### src/source/soc_bus_pkg.sv
`default_nettype none

package soc_bus_pkg;

    // Peripheral slot map
    localparam int SLOT_GPIO  = 0;
    localparam int SLOT_TIMER = 1;
    localparam int SLOT_IRQ   = 2;
    localparam int SLOT_PNP   = 3;
    localparam int SLOT_TOTAL = 4;
    localparam int SLOT_SEL_W = $clog2(SLOT_TOTAL);  // Bits to pick a fitted slot

    typedef struct packed {
        logic        valid;                          // One-cycle request strobe
        logic        write;
        logic [15:0] addr;
        logic [31:0] wdata;
    } bus_req_t;

    typedef struct packed {
        logic        valid;
        logic        err;                            // Unfitted slot or unknown index
        logic [31:0] rdata;
    } bus_resp_t;

    // Address layout, slot in the top nibble
    typedef struct packed {
        logic [3:0] slot;
        logic [9:0] index;
        logic [1:0] offset;
    } bus_addr_t;

    typedef union packed {
        logic [15:0] raw;
        bus_addr_t   field;
    } bus_addr_u;

    typedef bus_req_t  [SLOT_TOTAL-1:0] bus_req_vec_t;
    typedef bus_resp_t [SLOT_TOTAL-1:0] bus_resp_vec_t;

endpackage

`default_nettype wire

### src/source/soc_cfg_pkg.sv
`default_nettype none

package soc_cfg_pkg;

    localparam logic [31:0] SOC_HW_ID = 32'h5A0C_0001;
    localparam logic [15:0] VENDOR_ID = 16'h00F1;

    // Device codes reported by the PNP table
    localparam logic [7:0] DEV_ID_GPIO  = 8'h11;
    localparam logic [7:0] DEV_ID_TIMER = 8'h12;
    localparam logic [7:0] DEV_ID_IRQ   = 8'h13;
    localparam logic [7:0] DEV_ID_PNP   = 8'h14;

    localparam int GPIO_WIDTH = 8;

    // Interrupt sources; source 0 means no interrupt
    localparam int IRQ_TOTAL     = 16;
    localparam int IRQ_ID_W      = $clog2(IRQ_TOTAL);
    localparam int IRQ_GPIO_BASE = 1;                // Pin n maps to source n+1

    localparam logic [31:0] TIMER_CMP_RESET = '1;    // Keeps mtip low out of reset

    typedef struct packed {
        logic [15:0] vendor;
        logic [7:0]  device;
        logic [7:0]  slot;
    } dev_descr_t;

    typedef union packed {
        logic [31:0] raw;
        dev_descr_t  field;
    } dev_descr_u;

endpackage

`default_nettype wire

### src/source/apb_slot_decoder.sv
`timescale 1ns/1ns
`default_nettype none

module apb_slot_decoder
(
    input  logic                       i_sys_clk,
    input  logic                       i_arst_n,
    input  soc_bus_pkg::bus_req_t      i_req,
    output soc_bus_pkg::bus_resp_t     o_resp,
    output soc_bus_pkg::bus_req_vec_t  o_slot_req,
    input  soc_bus_pkg::bus_resp_vec_t i_slot_resp
);
    import soc_bus_pkg::*;

    bus_addr_u             w_addr;
    logic                  w_fitted;
    logic                  r_valid;                  // Request seen last cycle
    logic                  r_fitted;
    logic [SLOT_SEL_W-1:0] r_sel;

    // Strobe goes only to the addressed slot
    always_comb
    begin
        w_addr.raw = i_req.addr;
        w_fitted = (w_addr.field.slot < 4'(SLOT_TOTAL));
        for (int s = 0; s < SLOT_TOTAL; s++)
        begin
            o_slot_req[s] = i_req;
            o_slot_req[s].valid = i_req.valid && w_fitted
                                  && (w_addr.field.slot == 4'(s));
        end
    end

    always_ff @(posedge i_sys_clk or negedge i_arst_n)
    begin
        if (!i_arst_n)
        begin
            r_valid <= 1'b0;
            r_fitted <= 1'b0;
            r_sel <= '0;
        end
        else
        begin
            r_valid <= i_req.valid;
            if (i_req.valid)
            begin
                r_fitted <= w_fitted;
                r_sel <= w_addr.field.slot[SLOT_SEL_W-1:0];
            end
        end
    end

    // Slot answer, or our own error for an empty slot
    always_comb
    begin
        if (r_fitted)
        begin
            o_resp = i_slot_resp[r_sel];
        end
        else
        begin
            o_resp.valid = r_valid;
            o_resp.err = r_valid;
            o_resp.rdata = '0;
        end
    end

endmodule

`default_nettype wire

### src/source/apb_gpio.sv
`timescale 1ns/1ns
`default_nettype none

module apb_gpio
(
    input  logic                               i_sys_clk,
    input  logic                               i_arst_n,
    input  soc_bus_pkg::bus_req_t              i_req,
    output soc_bus_pkg::bus_resp_t             o_resp,
    input  logic [soc_cfg_pkg::GPIO_WIDTH-1:0] i_gpio,
    output logic [soc_cfg_pkg::GPIO_WIDTH-1:0] o_gpio,
    output logic [soc_cfg_pkg::GPIO_WIDTH-1:0] o_gpio_dir,
    output logic [soc_cfg_pkg::GPIO_WIDTH-1:0] o_irq
);
    import soc_bus_pkg::*;
    import soc_cfg_pkg::*;

    bus_addr_u             w_addr;
    logic                  w_wr;
    logic                  w_err;
    logic [31:0]           w_rdata;
    logic [GPIO_WIDTH-1:0] r_sync1;
    logic [GPIO_WIDTH-1:0] r_sync2;                  // Safe to use from here on
    logic [GPIO_WIDTH-1:0] r_out;
    logic [GPIO_WIDTH-1:0] r_dir;
    logic [GPIO_WIDTH-1:0] r_ie;
    bus_resp_t             r_resp;

    always_comb
    begin
        w_addr.raw = i_req.addr;
        w_wr = i_req.valid && i_req.write;
        w_err = 1'b0;
        w_rdata = '0;
        case (w_addr.field.index)
            10'd0: w_rdata = 32'(r_sync2);           // Input, writes dropped
            10'd1: w_rdata = 32'(r_out);
            10'd2: w_rdata = 32'(r_dir);
            10'd3: w_rdata = 32'(r_ie);
            default: w_err = 1'b1;
        endcase
    end

    always_ff @(posedge i_sys_clk or negedge i_arst_n)
    begin
        if (!i_arst_n)
        begin
            r_sync1 <= '0;
            r_sync2 <= '0;
            r_out <= '0;
            r_dir <= '0;
            r_ie <= '0;
            r_resp <= '0;
        end
        else
        begin
            r_sync1 <= i_gpio;
            r_sync2 <= r_sync1;
            if (w_wr && w_addr.field.index == 10'd1)
                r_out <= i_req.wdata[GPIO_WIDTH-1:0];
            if (w_wr && w_addr.field.index == 10'd2)
                r_dir <= i_req.wdata[GPIO_WIDTH-1:0];
            if (w_wr && w_addr.field.index == 10'd3)
                r_ie <= i_req.wdata[GPIO_WIDTH-1:0];
            r_resp.valid <= i_req.valid;
            r_resp.err <= i_req.valid && w_err;
            r_resp.rdata <= w_rdata;
        end
    end

    assign o_resp = r_resp;
    assign o_gpio = r_out;
    assign o_gpio_dir = r_dir;
    assign o_irq = r_sync2 & r_ie;                   // Level interrupt per pin

endmodule

`default_nettype wire

### src/source/soc_timer.sv
`timescale 1ns/1ns
`default_nettype none

module soc_timer
(
    input  logic                   i_sys_clk,
    input  logic                   i_arst_n,
    input  soc_bus_pkg::bus_req_t  i_req,
    output soc_bus_pkg::bus_resp_t o_resp,
    output logic                   o_mtip
);
    import soc_bus_pkg::*;
    import soc_cfg_pkg::*;

    bus_addr_u   w_addr;
    logic        w_wr;
    logic        w_err;
    logic [31:0] w_rdata;
    logic [31:0] w_mtime_next;
    logic [31:0] w_cmp_next;
    logic [31:0] r_mtime;
    logic [31:0] r_mtimecmp;
    logic        r_mtip;
    bus_resp_t   r_resp;

    always_comb
    begin
        w_addr.raw = i_req.addr;
        w_wr = i_req.valid && i_req.write;
        w_mtime_next = r_mtime + 32'd1;              // Free running
        w_cmp_next = r_mtimecmp;
        w_err = 1'b0;
        w_rdata = '0;
        case (w_addr.field.index)
            10'd0:
            begin
                w_rdata = r_mtime;
                if (w_wr)
                    w_mtime_next = i_req.wdata;
            end
            10'd1:
            begin
                w_rdata = r_mtimecmp;
                if (w_wr)
                    w_cmp_next = i_req.wdata;
            end
            default: w_err = 1'b1;
        endcase
    end

    // Compare the next values so mtip tracks a write in the same cycle
    always_ff @(posedge i_sys_clk or negedge i_arst_n)
    begin
        if (!i_arst_n)
        begin
            r_mtime <= '0;
            r_mtimecmp <= TIMER_CMP_RESET;
            r_mtip <= 1'b0;
            r_resp <= '0;
        end
        else
        begin
            r_mtime <= w_mtime_next;
            r_mtimecmp <= w_cmp_next;
            r_mtip <= (w_mtime_next >= w_cmp_next);
            r_resp.valid <= i_req.valid;
            r_resp.err <= i_req.valid && w_err;
            r_resp.rdata <= w_rdata;
        end
    end

    assign o_resp = r_resp;
    assign o_mtip = r_mtip;

endmodule

`default_nettype wire

### src/source/irq_ctrl.sv
`timescale 1ns/1ns
`default_nettype none

module irq_ctrl
(
    input  logic                              i_sys_clk,
    input  logic                              i_arst_n,
    input  soc_bus_pkg::bus_req_t             i_req,
    output soc_bus_pkg::bus_resp_t            o_resp,
    input  logic [soc_cfg_pkg::IRQ_TOTAL-1:0] i_irq_src,
    output logic                              o_meip
);
    import soc_bus_pkg::*;
    import soc_cfg_pkg::*;

    bus_addr_u            w_addr;
    logic                 w_err;
    logic [31:0]          w_rdata;
    logic [IRQ_ID_W-1:0]  w_claim_id;
    logic [IRQ_TOTAL-1:0] w_claim_mask;              // Source taken by this read
    logic [IRQ_TOTAL-1:0] w_cpl_mask;
    logic [IRQ_TOTAL-1:0] r_pending;
    logic [IRQ_TOTAL-1:0] r_enable;
    logic [IRQ_TOTAL-1:0] r_inservice;
    logic                 r_meip;
    bus_resp_t            r_resp;

    always_comb
    begin
        w_addr.raw = i_req.addr;
        // Lowest enabled pending source wins, 0 when idle
        w_claim_id = '0;
        for (int i = IRQ_TOTAL - 1; i > 0; i--)
        begin
            if (r_pending[i] && r_enable[i])
                w_claim_id = IRQ_ID_W'(i);
        end
        w_claim_mask = '0;
        w_cpl_mask = '0;
        w_err = 1'b0;
        w_rdata = '0;
        case (w_addr.field.index)
            10'd0: w_rdata = 32'(r_pending);
            10'd1: w_rdata = 32'(r_enable);
            10'd2:
            begin
                w_rdata = 32'(w_claim_id);
                if (i_req.valid && !i_req.write && w_claim_id != '0)
                    w_claim_mask = IRQ_TOTAL'(1) << w_claim_id;
                if (i_req.valid && i_req.write)
                    w_cpl_mask = IRQ_TOTAL'(1) << i_req.wdata[IRQ_ID_W-1:0];
            end
            default: w_err = 1'b1;
        endcase
    end

    always_ff @(posedge i_sys_clk or negedge i_arst_n)
    begin
        if (!i_arst_n)
        begin
            r_pending <= '0;
            r_enable <= '0;
            r_inservice <= '0;
            r_meip <= 1'b0;
            r_resp <= '0;
        end
        else
        begin
            r_pending <= (r_pending | (i_irq_src & ~r_inservice)) & ~w_claim_mask;
            r_inservice <= (r_inservice | w_claim_mask) & ~w_cpl_mask;
            if (i_req.valid && i_req.write && w_addr.field.index == 10'd1)
                r_enable <= i_req.wdata[IRQ_TOTAL-1:0];
            r_meip <= |(r_pending & r_enable);
            r_resp.valid <= i_req.valid;
            r_resp.err <= i_req.valid && w_err;
            r_resp.rdata <= w_rdata;
        end
    end

    assign o_resp = r_resp;
    assign o_meip = r_meip;

endmodule

`default_nettype wire

### src/source/apb_pnp.sv
`timescale 1ns/1ns
`default_nettype none

module apb_pnp
(
    input  logic                   i_sys_clk,
    input  logic                   i_arst_n,
    input  soc_bus_pkg::bus_req_t  i_req,
    output soc_bus_pkg::bus_resp_t o_resp
);
    import soc_bus_pkg::*;
    import soc_cfg_pkg::*;

    bus_addr_u   w_addr;
    logic [9:0]  w_entry;                            // Descriptor number
    logic        w_err;
    logic [31:0] w_rdata;
    dev_descr_u  w_table [SLOT_TOTAL];
    bus_resp_t   r_resp;

    always_comb
    begin
        w_table[SLOT_GPIO].field = '{VENDOR_ID, DEV_ID_GPIO, 8'(SLOT_GPIO)};
        w_table[SLOT_TIMER].field = '{VENDOR_ID, DEV_ID_TIMER, 8'(SLOT_TIMER)};
        w_table[SLOT_IRQ].field = '{VENDOR_ID, DEV_ID_IRQ, 8'(SLOT_IRQ)};
        w_table[SLOT_PNP].field = '{VENDOR_ID, DEV_ID_PNP, 8'(SLOT_PNP)};
        w_addr.raw = i_req.addr;
        w_entry = w_addr.field.index - 10'd2;        // Wraps high for index 0 and 1
        w_err = i_req.write;                         // Table is read-only
        w_rdata = '0;
        if (w_addr.field.index == 10'd0)
            w_rdata = SOC_HW_ID;
        else if (w_addr.field.index == 10'd1)
            w_rdata = 32'(SLOT_TOTAL);
        else if (w_entry < 10'(SLOT_TOTAL))
            w_rdata = w_table[w_entry[SLOT_SEL_W-1:0]].raw;
        else
            w_err = 1'b1;
    end

    always_ff @(posedge i_sys_clk or negedge i_arst_n)
    begin
        if (!i_arst_n)
            r_resp <= '0;
        else
        begin
            r_resp.valid <= i_req.valid;
            r_resp.err <= i_req.valid && w_err;
            r_resp.rdata <= w_err ? '0 : w_rdata;
        end
    end

    assign o_resp = r_resp;

endmodule

`default_nettype wire

### src/source/periph_soc.sv
`timescale 1ns/1ns
`default_nettype none

module periph_soc
(
    input  logic                               i_sys_clk,
    input  logic                               i_arst_n,
    input  soc_bus_pkg::bus_req_t              i_req,
    output soc_bus_pkg::bus_resp_t             o_resp,
    input  logic [soc_cfg_pkg::GPIO_WIDTH-1:0] i_gpio,
    output logic [soc_cfg_pkg::GPIO_WIDTH-1:0] o_gpio,
    output logic [soc_cfg_pkg::GPIO_WIDTH-1:0] o_gpio_dir,
    output logic                               o_mtip,   // Machine timer interrupt
    output logic                               o_meip    // Machine external interrupt
);
    import soc_bus_pkg::*;
    import soc_cfg_pkg::*;

    bus_req_vec_t          w_slot_req;
    bus_resp_vec_t         w_slot_resp;
    logic [GPIO_WIDTH-1:0] w_gpio_irq;
    logic [IRQ_TOTAL-1:0]  w_irq_src;

    apb_slot_decoder decoder_inst (
        .i_sys_clk(i_sys_clk),
        .i_arst_n(i_arst_n),
        .i_req(i_req),
        .o_resp(o_resp),
        .o_slot_req(w_slot_req),
        .i_slot_resp(w_slot_resp)
    );

    apb_gpio gpio_inst (
        .i_sys_clk(i_sys_clk),
        .i_arst_n(i_arst_n),
        .i_req(w_slot_req[SLOT_GPIO]),
        .o_resp(w_slot_resp[SLOT_GPIO]),
        .i_gpio(i_gpio),
        .o_gpio(o_gpio),
        .o_gpio_dir(o_gpio_dir),
        .o_irq(w_gpio_irq)
    );

    soc_timer timer_inst (
        .i_sys_clk(i_sys_clk),
        .i_arst_n(i_arst_n),
        .i_req(w_slot_req[SLOT_TIMER]),
        .o_resp(w_slot_resp[SLOT_TIMER]),
        .o_mtip(o_mtip)
    );

    irq_ctrl irq_inst (
        .i_sys_clk(i_sys_clk),
        .i_arst_n(i_arst_n),
        .i_req(w_slot_req[SLOT_IRQ]),
        .o_resp(w_slot_resp[SLOT_IRQ]),
        .i_irq_src(w_irq_src),
        .o_meip(o_meip)
    );

    apb_pnp pnp_inst (
        .i_sys_clk(i_sys_clk),
        .i_arst_n(i_arst_n),
        .i_req(w_slot_req[SLOT_PNP]),
        .o_resp(w_slot_resp[SLOT_PNP])
    );

    // GPIO pins from source 1 up, the rest unused
    always_comb
    begin
        w_irq_src = '0;
        w_irq_src[IRQ_GPIO_BASE +: GPIO_WIDTH] = w_gpio_irq;
    end

endmodule

`default_nettype wire

### config.mk
export PLATFORM = sky130hd
export DESIGN_NAME = periph_soc
export DESIGN_NICKNAME = d
export VERILOG_FILES = /design/src/source/soc_bus_pkg.sv /design/src/source/soc_cfg_pkg.sv /design/src/source/apb_slot_decoder.sv /design/src/source/apb_gpio.sv /design/src/source/soc_timer.sv /design/src/source/irq_ctrl.sv /design/src/source/apb_pnp.sv /design/src/source/periph_soc.sv
export SDC_FILE = /design/constraint.sdc
export NUM_CORES = 1
export LEC_CHECK = 0
export BUFFER_PORTS_ARGS = -buffer_cell sky130_fd_sc_hd__clkbuf_2
export CAP_MARGIN = 0
export CORE_ASPECT_RATIO = 1.2
export CORE_MARGIN = 8
export CORE_UTILIZATION = 65
export CTS_BUF_LIST = sky130_fd_sc_hd__clkbuf_2 sky130_fd_sc_hd__clkbuf_4 sky130_fd_sc_hd__clkbuf_8
export CTS_CLUSTER_SIZE = 14
export DETAILED_ROUTE_END_ITERATION = 8
export PLACE_DENSITY = 0.84
export SKIP_CTS_REPAIR_TIMING = 1
export SYNTH_ARGS = -nofsm -noshare
export SYNTH_HDL_FRONTEND = slang
export SYNTH_SLANG_ARGS = --single-unit
### constraint.sdc
create_clock -name i_sys_clk -period 7.6 [get_ports i_sys_clk]
set_input_delay 0.38 -clock i_sys_clk [delete_from_list [all_inputs] [get_ports i_sys_clk]]
set_output_delay 0.38 -clock i_sys_clk [all_outputs]
set_load 0.1 [all_outputs]
==> impl_metrics.csv, run 1 <==
group,metric,value,unit
global_route,grt_pass1_vias,8204,
power_and_ir_drop,swShare,23.04,%
yosys,synth_nets,1039,
yosys,synth_common_cells,"dfrtp_1 (190), nor2_1 (78), mux2_2 (70)",
global_route,grt-ovfl-total,0,
finish,multiInputGateArea,4458,sq um
yosys,synth_area,10410,sq um
critical_path,cp.required,7.22,ns
yosys,synth.most_common_cell,"dfrtp_1",
yosys,ys_ff_latch,222,
clock_tree,htreeDepth,2,
yosys,synth_area_leaders,"dfrtp_1 (46%), dfstp_2 (8.1%), mux2_2 (7.6%)",
timing,grt_setup_unrepaired,"no",
clock_tree,cts_tree,"done",
timing,setup_viol,0,
yosys,synthAdderAreaFrac,4.688,%
yosys,synth_compound_area_share,13.27,%
status,violations,"hold timing",
yosys,synth-xor-area-share,2.608,%
yosys,synth-async-reset-ratio,100.0,%
power_and_ir_drop,p_seq_share,50.6,%
yosys,syn_avg_cell_area,11.07,sq um
timing,layout_min_cycle_time,3.793,ns
global_route,grt_antenna_before_repair,0,
routing,drtIter0Drc,701,
finish,nNetsFinal,1154,
yosys,ys_seq_area_share,53.76,%
yosys,synth-edff-count,0,
hold_path,hold_class,"in2async",
die,ioPinCount,112,
clock_tree,clkTransAtPathRegs,0.06,ns
routing,num_vias,7960,
power_and_ir_drop,netSwitchingPower,559.6,uW
die,fp.dieH,154.6,um
yosys,synthSimpleGateAreaFrac,12.14,%
yosys,synth.distinct_cells,56,
placement,place_inst,1219,
timing,tightestPinTransition,1.084,ns
clock_tree,numCtsBuffers,34,
finish,fin_util,76.40,%
power_and_ir_drop,powerDensity,203.3,nW/um^2
clock_tree,clock-root-buffer,"clkbuf_8",
timing,holdWs,-0.03698,ns
finish,final_cell_area,11950,sq um
finish,final_cell_count_no_fill,1288,
timing,fmax,263.6,MHz
routing,drc,0,
power_and_ir_drop,p_int,1869,uW
clock_tree,cts.path.max_buffers,3,
yosys,synth_top_family_by_area,"compound AO/OA/AOI/OAI gates",
timing,hold_viol,8,
die,core,15640,sq um
global_route,grt_pass1_wl,42190,um
global_route,grt_max_degree,146,
routing,routedWlPerCell,20.44,um
clock_tree,clk_latency,0.52,ns
critical_path,regToRegStartpoint,"timer_inst.r_mtime[6]$_DFF_PN0_",
yosys,synth_ff_type,"dfrtp_1",
die,start_util,66.55,%
critical_path,ff2ff_setup_slack,3.88,ns
critical_path,path_class,"reg2out",
finish,area_delta_synth_final,14.80,%
timing,drv_slew,0,
power_and_ir_drop,vdd.ir_drop.worst,0.0001368,V
yosys,synthCells,940,
finish,n_antenna_cell,0,
placement,io_buffers,109,
power_and_ir_drop,p_leak,0.005671,uW
routing,drt-pass1-iter-count,5,
timing,skew,0.01648,ns
power_and_ir_drop,finalPower,2429,uW
critical_path,cp-start-kind,"register",
finish,drive_gt1_share,26.94,%
placement,gp_congestion,0.8823,
die,rows,50,
critical_path,cp_max_fo,19,
power_and_ir_drop,clockPowerShare,43.7,%
routing,ant_nets,0,
critical_path,critPathArrivalTime,3.41,ns
flow_run,maxCapViolCount,0,
routing,drt_wl_total,26320,um
yosys,yosys.area.top_type,"dfrtp_1",
timing,fin_setup_tns,0,ns
placement,dp_hpwl,17980,um
routing,vias_per_cell,6.180,
global_route,grt_usage,25.80,%
critical_path,cp-end-kind,"output pin",
timing,fin_crit_sh,49.91,%
die,fp.dieW,131.5,um
power_and_ir_drop,p_comb_share,5.7,%
placement,place_area,11110,sq um
clock_tree,cts.sinks,222,
yosys,yosysWarnings,0,
die,die-area,20340,sq um
finish,final-seq-area,5595,sq um
yosys,synth.area.mux_share,10.00,%
status,status,"finished with violations",
timing,relSlewSlack,26.72,%
critical_path,timing.rr.end,"timer_inst.o_mtip$_DFF_PN0_",
finish,nFillCells,1066,
yosys,yosysTopAreaCellShare,45.68,%
critical_path,rr_worst_depth,13,
==> placed cells by master, fill, tap and decap left out, drive strengths merged, types with 22 or more instances in the layout <==
cell and count:
dfrtp 190, a22o 42, nor2 78, clkbuf 167, o21ai 22, a22oi 29, mux2 70, and2 25
nand2 64, inv 54, a21oi 59, dfstp 32, ha 39, xnor2 22
==> kinds of logic (layout without fill, tap and decap cells) <==
logic type | count (synthesis) | in the layout
AO/OA/AOI/OAI | 202 | 202
XOR/XNOR | 31 | 31
adder cells (fa/ha/maj) | 39 | 39
buffers and inverters | 97 | 237
flip-flops | 222 | 222
multiplexers | 89 | 89
AND/OR/NAND/NOR | 260 | 260
==> critical path, stage by stage (launching register included) <==
cell      delay, ns
dfrtp_1        0.93
inv_1          0.46
nor2_1         0.64
a22oi_1        0.24
nor2b_1        0.16
clkbuf_2       0.47
==> flip-flops by register name, summed over array words and instances (netlist names) <==
register	cells
irq_inst.r_enable	16
irq_inst.o_meip	1
irq_inst.o_resp	18
gpio_inst.r_sync1	8
timer_inst.o_mtip	1
gpio_inst.o_gpio_dir	8
irq_inst.r_inservice	8
pnp_inst.o_resp	10
timer_inst.r_mtime	32
decoder_inst.r_valid	1
irq_inst.r_pending	16
gpio_inst.r_ie	8
timer_inst.o_resp	34
gpio_inst.o_gpio	8
gpio_inst.o_resp	10
timer_inst.r_mtimecmp	32
decoder_inst.r_fitted	1
decoder_inst.r_sel	2
gpio_inst.r_sync2	8
==> how the worst max path moves through the flow <==
stage | start | endpoint | slack (ns) | cells after the start
3_3_place_gp | i_req[42] | timer_inst.o_mtip$_DFF_PN0_ | 3.61 | 14
5_1_grt | decoder_inst.r_sel[1]$_DFFE_PN0P_ | o_resp[8] | 3.59 | 5
4_1_cts | decoder_inst.r_sel[1]$_DFFE_PN0P_ | o_resp[8] | 3.79 | 5
3_5_place_dp | i_req[42] | timer_inst.o_mtip$_DFF_PN0_ | 3.55 | 14
6_report | decoder_inst.r_sel[1]$_DFFE_PN0P_ | o_resp[8] | 3.81 | 5
2_1_floorplan | i_req[42] | timer_inst.o_mtip$_DFF_PN0_ | 3.91 | 14
==> area by class of cell <==
| class | count | share of cell area (%) |
|---|---|---|
| inverter | 54 | 1.696 |
| timing repair buffer | 122 | 5.633 |
| tap | 208 | 2.178 |
| clock buffer | 59 | 6.272 |
| sequential | 222 | 46.83 |
| clock inverter | 2 | 0.08377 |
| multi-input combinational | 621 | 37.31 |
==> stage by stage <==
step,setup slack (ns),hold WS [ns]
floorplan,3.914,0.08441
global placement,3.605,0.3317
global route,3.585,0.06420
detailed placement,3.547,0.3355
finish,3.807,-0.03698
CTS,3.788,-0.05750
==> power by group through the flow <==
| stage | Clock, uW | Sequential [uW] | Combinational, uW |
|---|---|---|---|
| 2_1_floorplan | 0 | 1230 | 77.1 |
| 3_3_place_gp | 0 | 1250 | 132 |
| 3_5_place_dp | 0 | 1250 | 135 |
| 4_1_cts | 1080 | 1230 | 137 |
| 5_1_grt | 1130 | 1230 | 154 |
| 6_report | 1060 | 1230 | 139 |
==> per-layer routing <==
layer,wire length (um),global-route usage [%],up-vias
li1,-,-,3577
met1,10240,30.25,3962
met2,13230,44.59,339
met3,1764,5.509,82
met4,1092,12.16,0
met5,0,0,-
Power figures use the tool's default switching activity.
==> run 2: changes to the inputs <==
CORE_UTILIZATION = 61   (was 65)
PLACE_DENSITY = 0.79   (was 0.84)
clock period = 3.5 ns   (was 7.6 ns; I/O delays follow)
==> impl_metrics.csv, run 2 (synthesis results as in run 1) <==
group,metric,value,unit
status,status,"completed",
placement,io_buffers,109,
critical_path,cp-startpoint,"timer_inst.r_mtime[9]$_DFF_PN0_",
routing,drc,0,
power_and_ir_drop,finalPower,5465,uW
flow_run,maxCapViolCount,0,
routing,drt_wl_total,27300,um
critical_path,critPathArrivalTime,3.89,ns
global_route,grt_antenna_before_repair,0,
critical_path,cp-end-kind,"register",
timing,drv_slew,0,
timing,tightestPinTransition,0.8045,ns
critical_path,path_class,"reg2reg",
finish,largest_reg_flops,34,
finish,final_common_cell,"dfrtp_1",
timing,fin_crit_sh,99.04,%
power_and_ir_drop,p_leak,0.005957,uW
die,rows,52,
finish,fin_util,74.93,%
hold_path,hold_class,"in2reg",
die,core,16790,sq um
clock_tree,cts_tree,"done",
routing,num_vias,7980,
routing,routedWlPerCell,20.16,um
die,die-area,21520,sq um
finish,nNetsFinal,1210,
critical_path,rr_worst_depth,14,
critical_path,max_stage_delay,0.58,ns
timing,setup_viol,0,
finish,final_cell_count_no_fill,1354,
global_route,grt_pass1_vias,8291,
finish,drive_gt1_share,28.91,%
power_and_ir_drop,p_int,4190,uW
timing,layout_min_cycle_time,3.466,ns
routing,drtIter0Drc,533,
routing,vias_per_cell,5.894,
routing,ant_nets,0,
power_and_ir_drop,clockPowerShare,44.8,%
die,start_util,62.01,%
power_and_ir_drop,powerDensity,434.4,nW/um^2
power_and_ir_drop,p_comb_share,6.6,%
global_route,grt_max_degree,107,
power_and_ir_drop,swShare,23.33,%
placement,gp_congestion,0.8523,
timing,fmax,288.5,MHz
die,fp.dieH,159.1,um
clock_tree,clkTransAtPathRegs,0.06,ns
clock_tree,numCtsBuffers,35,
global_route,grt_pass1_wl,42710,um
critical_path,regToRegStartpoint,"timer_inst.r_mtime[9]$_DFF_PN0_",
critical_path,timing.rr.end,"timer_inst.o_mtip$_DFF_PN0_",
placement,place_area,11350,sq um
timing,fin_setup_tns,0,ns
finish,n_antenna_cell,0,
global_route,grt_usage,24.93,%
clock_tree,cts.path.max_buffers,3,
power_and_ir_drop,p_seq_share,48.6,%
timing,relSlewSlack,46.37,%
critical_path,ff2ff_setup_slack,0.03,ns
critical_path,cp-start-kind,"register",
critical_path,slowest_stage,"or4_4",
finish,layout_common_cells,"dfrtp_1 (188), clkbuf_2 (108), nor2_1 (75), mux2_2 (70), nand2_1 (64)",
timing,skew,0.02618,ns
hold_path,hold_end,"irq_inst.r_enable[4]$_DFFE_PN0P_",
hold_path,hold_path_depth,2,
placement,place_inst,1250,
die,ioPinCount,112,
die,fp.dieW,135.2,um
clock_tree,htreeDepth,2,
clock_tree,clk_latency,0.53,ns
critical_path,cp_common_cell,"o21ai_0",
power_and_ir_drop,vdd.ir_drop.worst,0.0004731,V
global_route,grt-ovfl-total,0,
finish,area_delta_synth_final,20.84,%
timing,hold_viol,0,
power_and_ir_drop,netSwitchingPower,1275,uW
clock_tree,clock-root-buffer,"clkbuf_8",
critical_path,critical_path.cell_chain,"nand4_1 -> or4_4 -> nor2_1 -> nand2_1 -> xnor2_1 -> mux2_2 -> ha_1 -> o21ai_0 -> o21ai_0 -> o211ai_1 -> a21oi_1 -> nor3_1 -> buf_4 -> o41ai_2",
finish,final_cell_area,12580,sq um
placement,dp_hpwl,18670,um
clock_tree,cts.sinks,222,
critical_path,cp.required,3.92,ns
critical_path,cp_max_fo,4,
routing,drt-pass1-iter-count,5,
hold_path,min_from,"i_req[4]",
run 2: cell count changes in the layout (fill, tap and decap cells not counted), moves of 3 or more:
cell | before | now
buf_12 | 0 | 5
buf_4 | 5 | 26
clkbuf_4 | 10 | 14
clkbuf_8 | 49 | 44
dlygate4sd3_1 | 8 | 37
nor2_1 | 78 | 75
nor2_2 | 0 | 3
run 2: per-stage QoR:
stage | hold slack, ns | worst slack [ns]
final | 0.01673 | 0.03356
after detailed placement | 0.2813 | 0.01463
after global routing | 0.02163 | -0.1001
after CTS | -0.2734 | -0.002728
after floorplan | -0.1206 | 0.01894
after global placement | 0.2789 | 0.04042
run 2: per-layer routing:
metal	wire length (um)	track usage [%]
met1	10800	29.45
met2	14330	43.54
met3	1374	4.324
met4	794	10.27
met5	0	0
run 2: area by class of cell:
cell class / count / area (sq um)
Clock buffer: 58 / 710.7
Clock inverter: 6 / 86.33
Fill cell: 1162 / 4208
Inverter: 54 / 202.7
Multi-Input combinational cell: 621 / 4489
Sequential cell: 222 / 5598
Tap cell: 216 / 270.3
Timing Repair Buffer: 177 / 1221
run 2: worst max path at each step:
| stage | endpoint | slack (ns) | cells past startpoint |
|---|---|---|---|
| finish | timer_inst.o_mtip$_DFF_PN0_ | 0.03 | 14 |
| global route | timer_inst.o_mtip$_DFF_PN0_ | -0.10 | 14 |
| CTS | timer_inst.o_mtip$_DFF_PN0_ | -0.003 | 14 |
| detailed placement | timer_inst.o_mtip$_DFF_PN0_ | 0.01 | 17 |
| global placement | timer_inst.o_mtip$_DFF_PN0_ | 0.04 | 17 |
| floorplan | timer_inst.o_mtip$_DFF_PN0_ | 0.02 | 14 |
run 2: power groups by stage:
stage / Clock [uW] / Combinational [uW] / Sequential (uW)
finish: 2450 / 363 / 2660
global route: 2580 / 399 / 2660
CTS: 2480 / 326 / 2650
detailed placement: 0 / 323 / 2700
global placement: 0 / 317 / 2700
floorplan: 0 / 167 / 2680
run 2: worst max-delay path: cells and delay by family (launching register included):
family / cells / cell delay [ns]
AOI/OAI and AO/OA: 5 / 0.87
buffers and inverters: 1 / 0.14
adders and majority gates: 1 / 0.31
muxes: 1 / 0.28
and+or+nand+nor: 5 / 1.20
DFF: 1 / 0.40
xor gates and xnor gates: 1 / 0.15
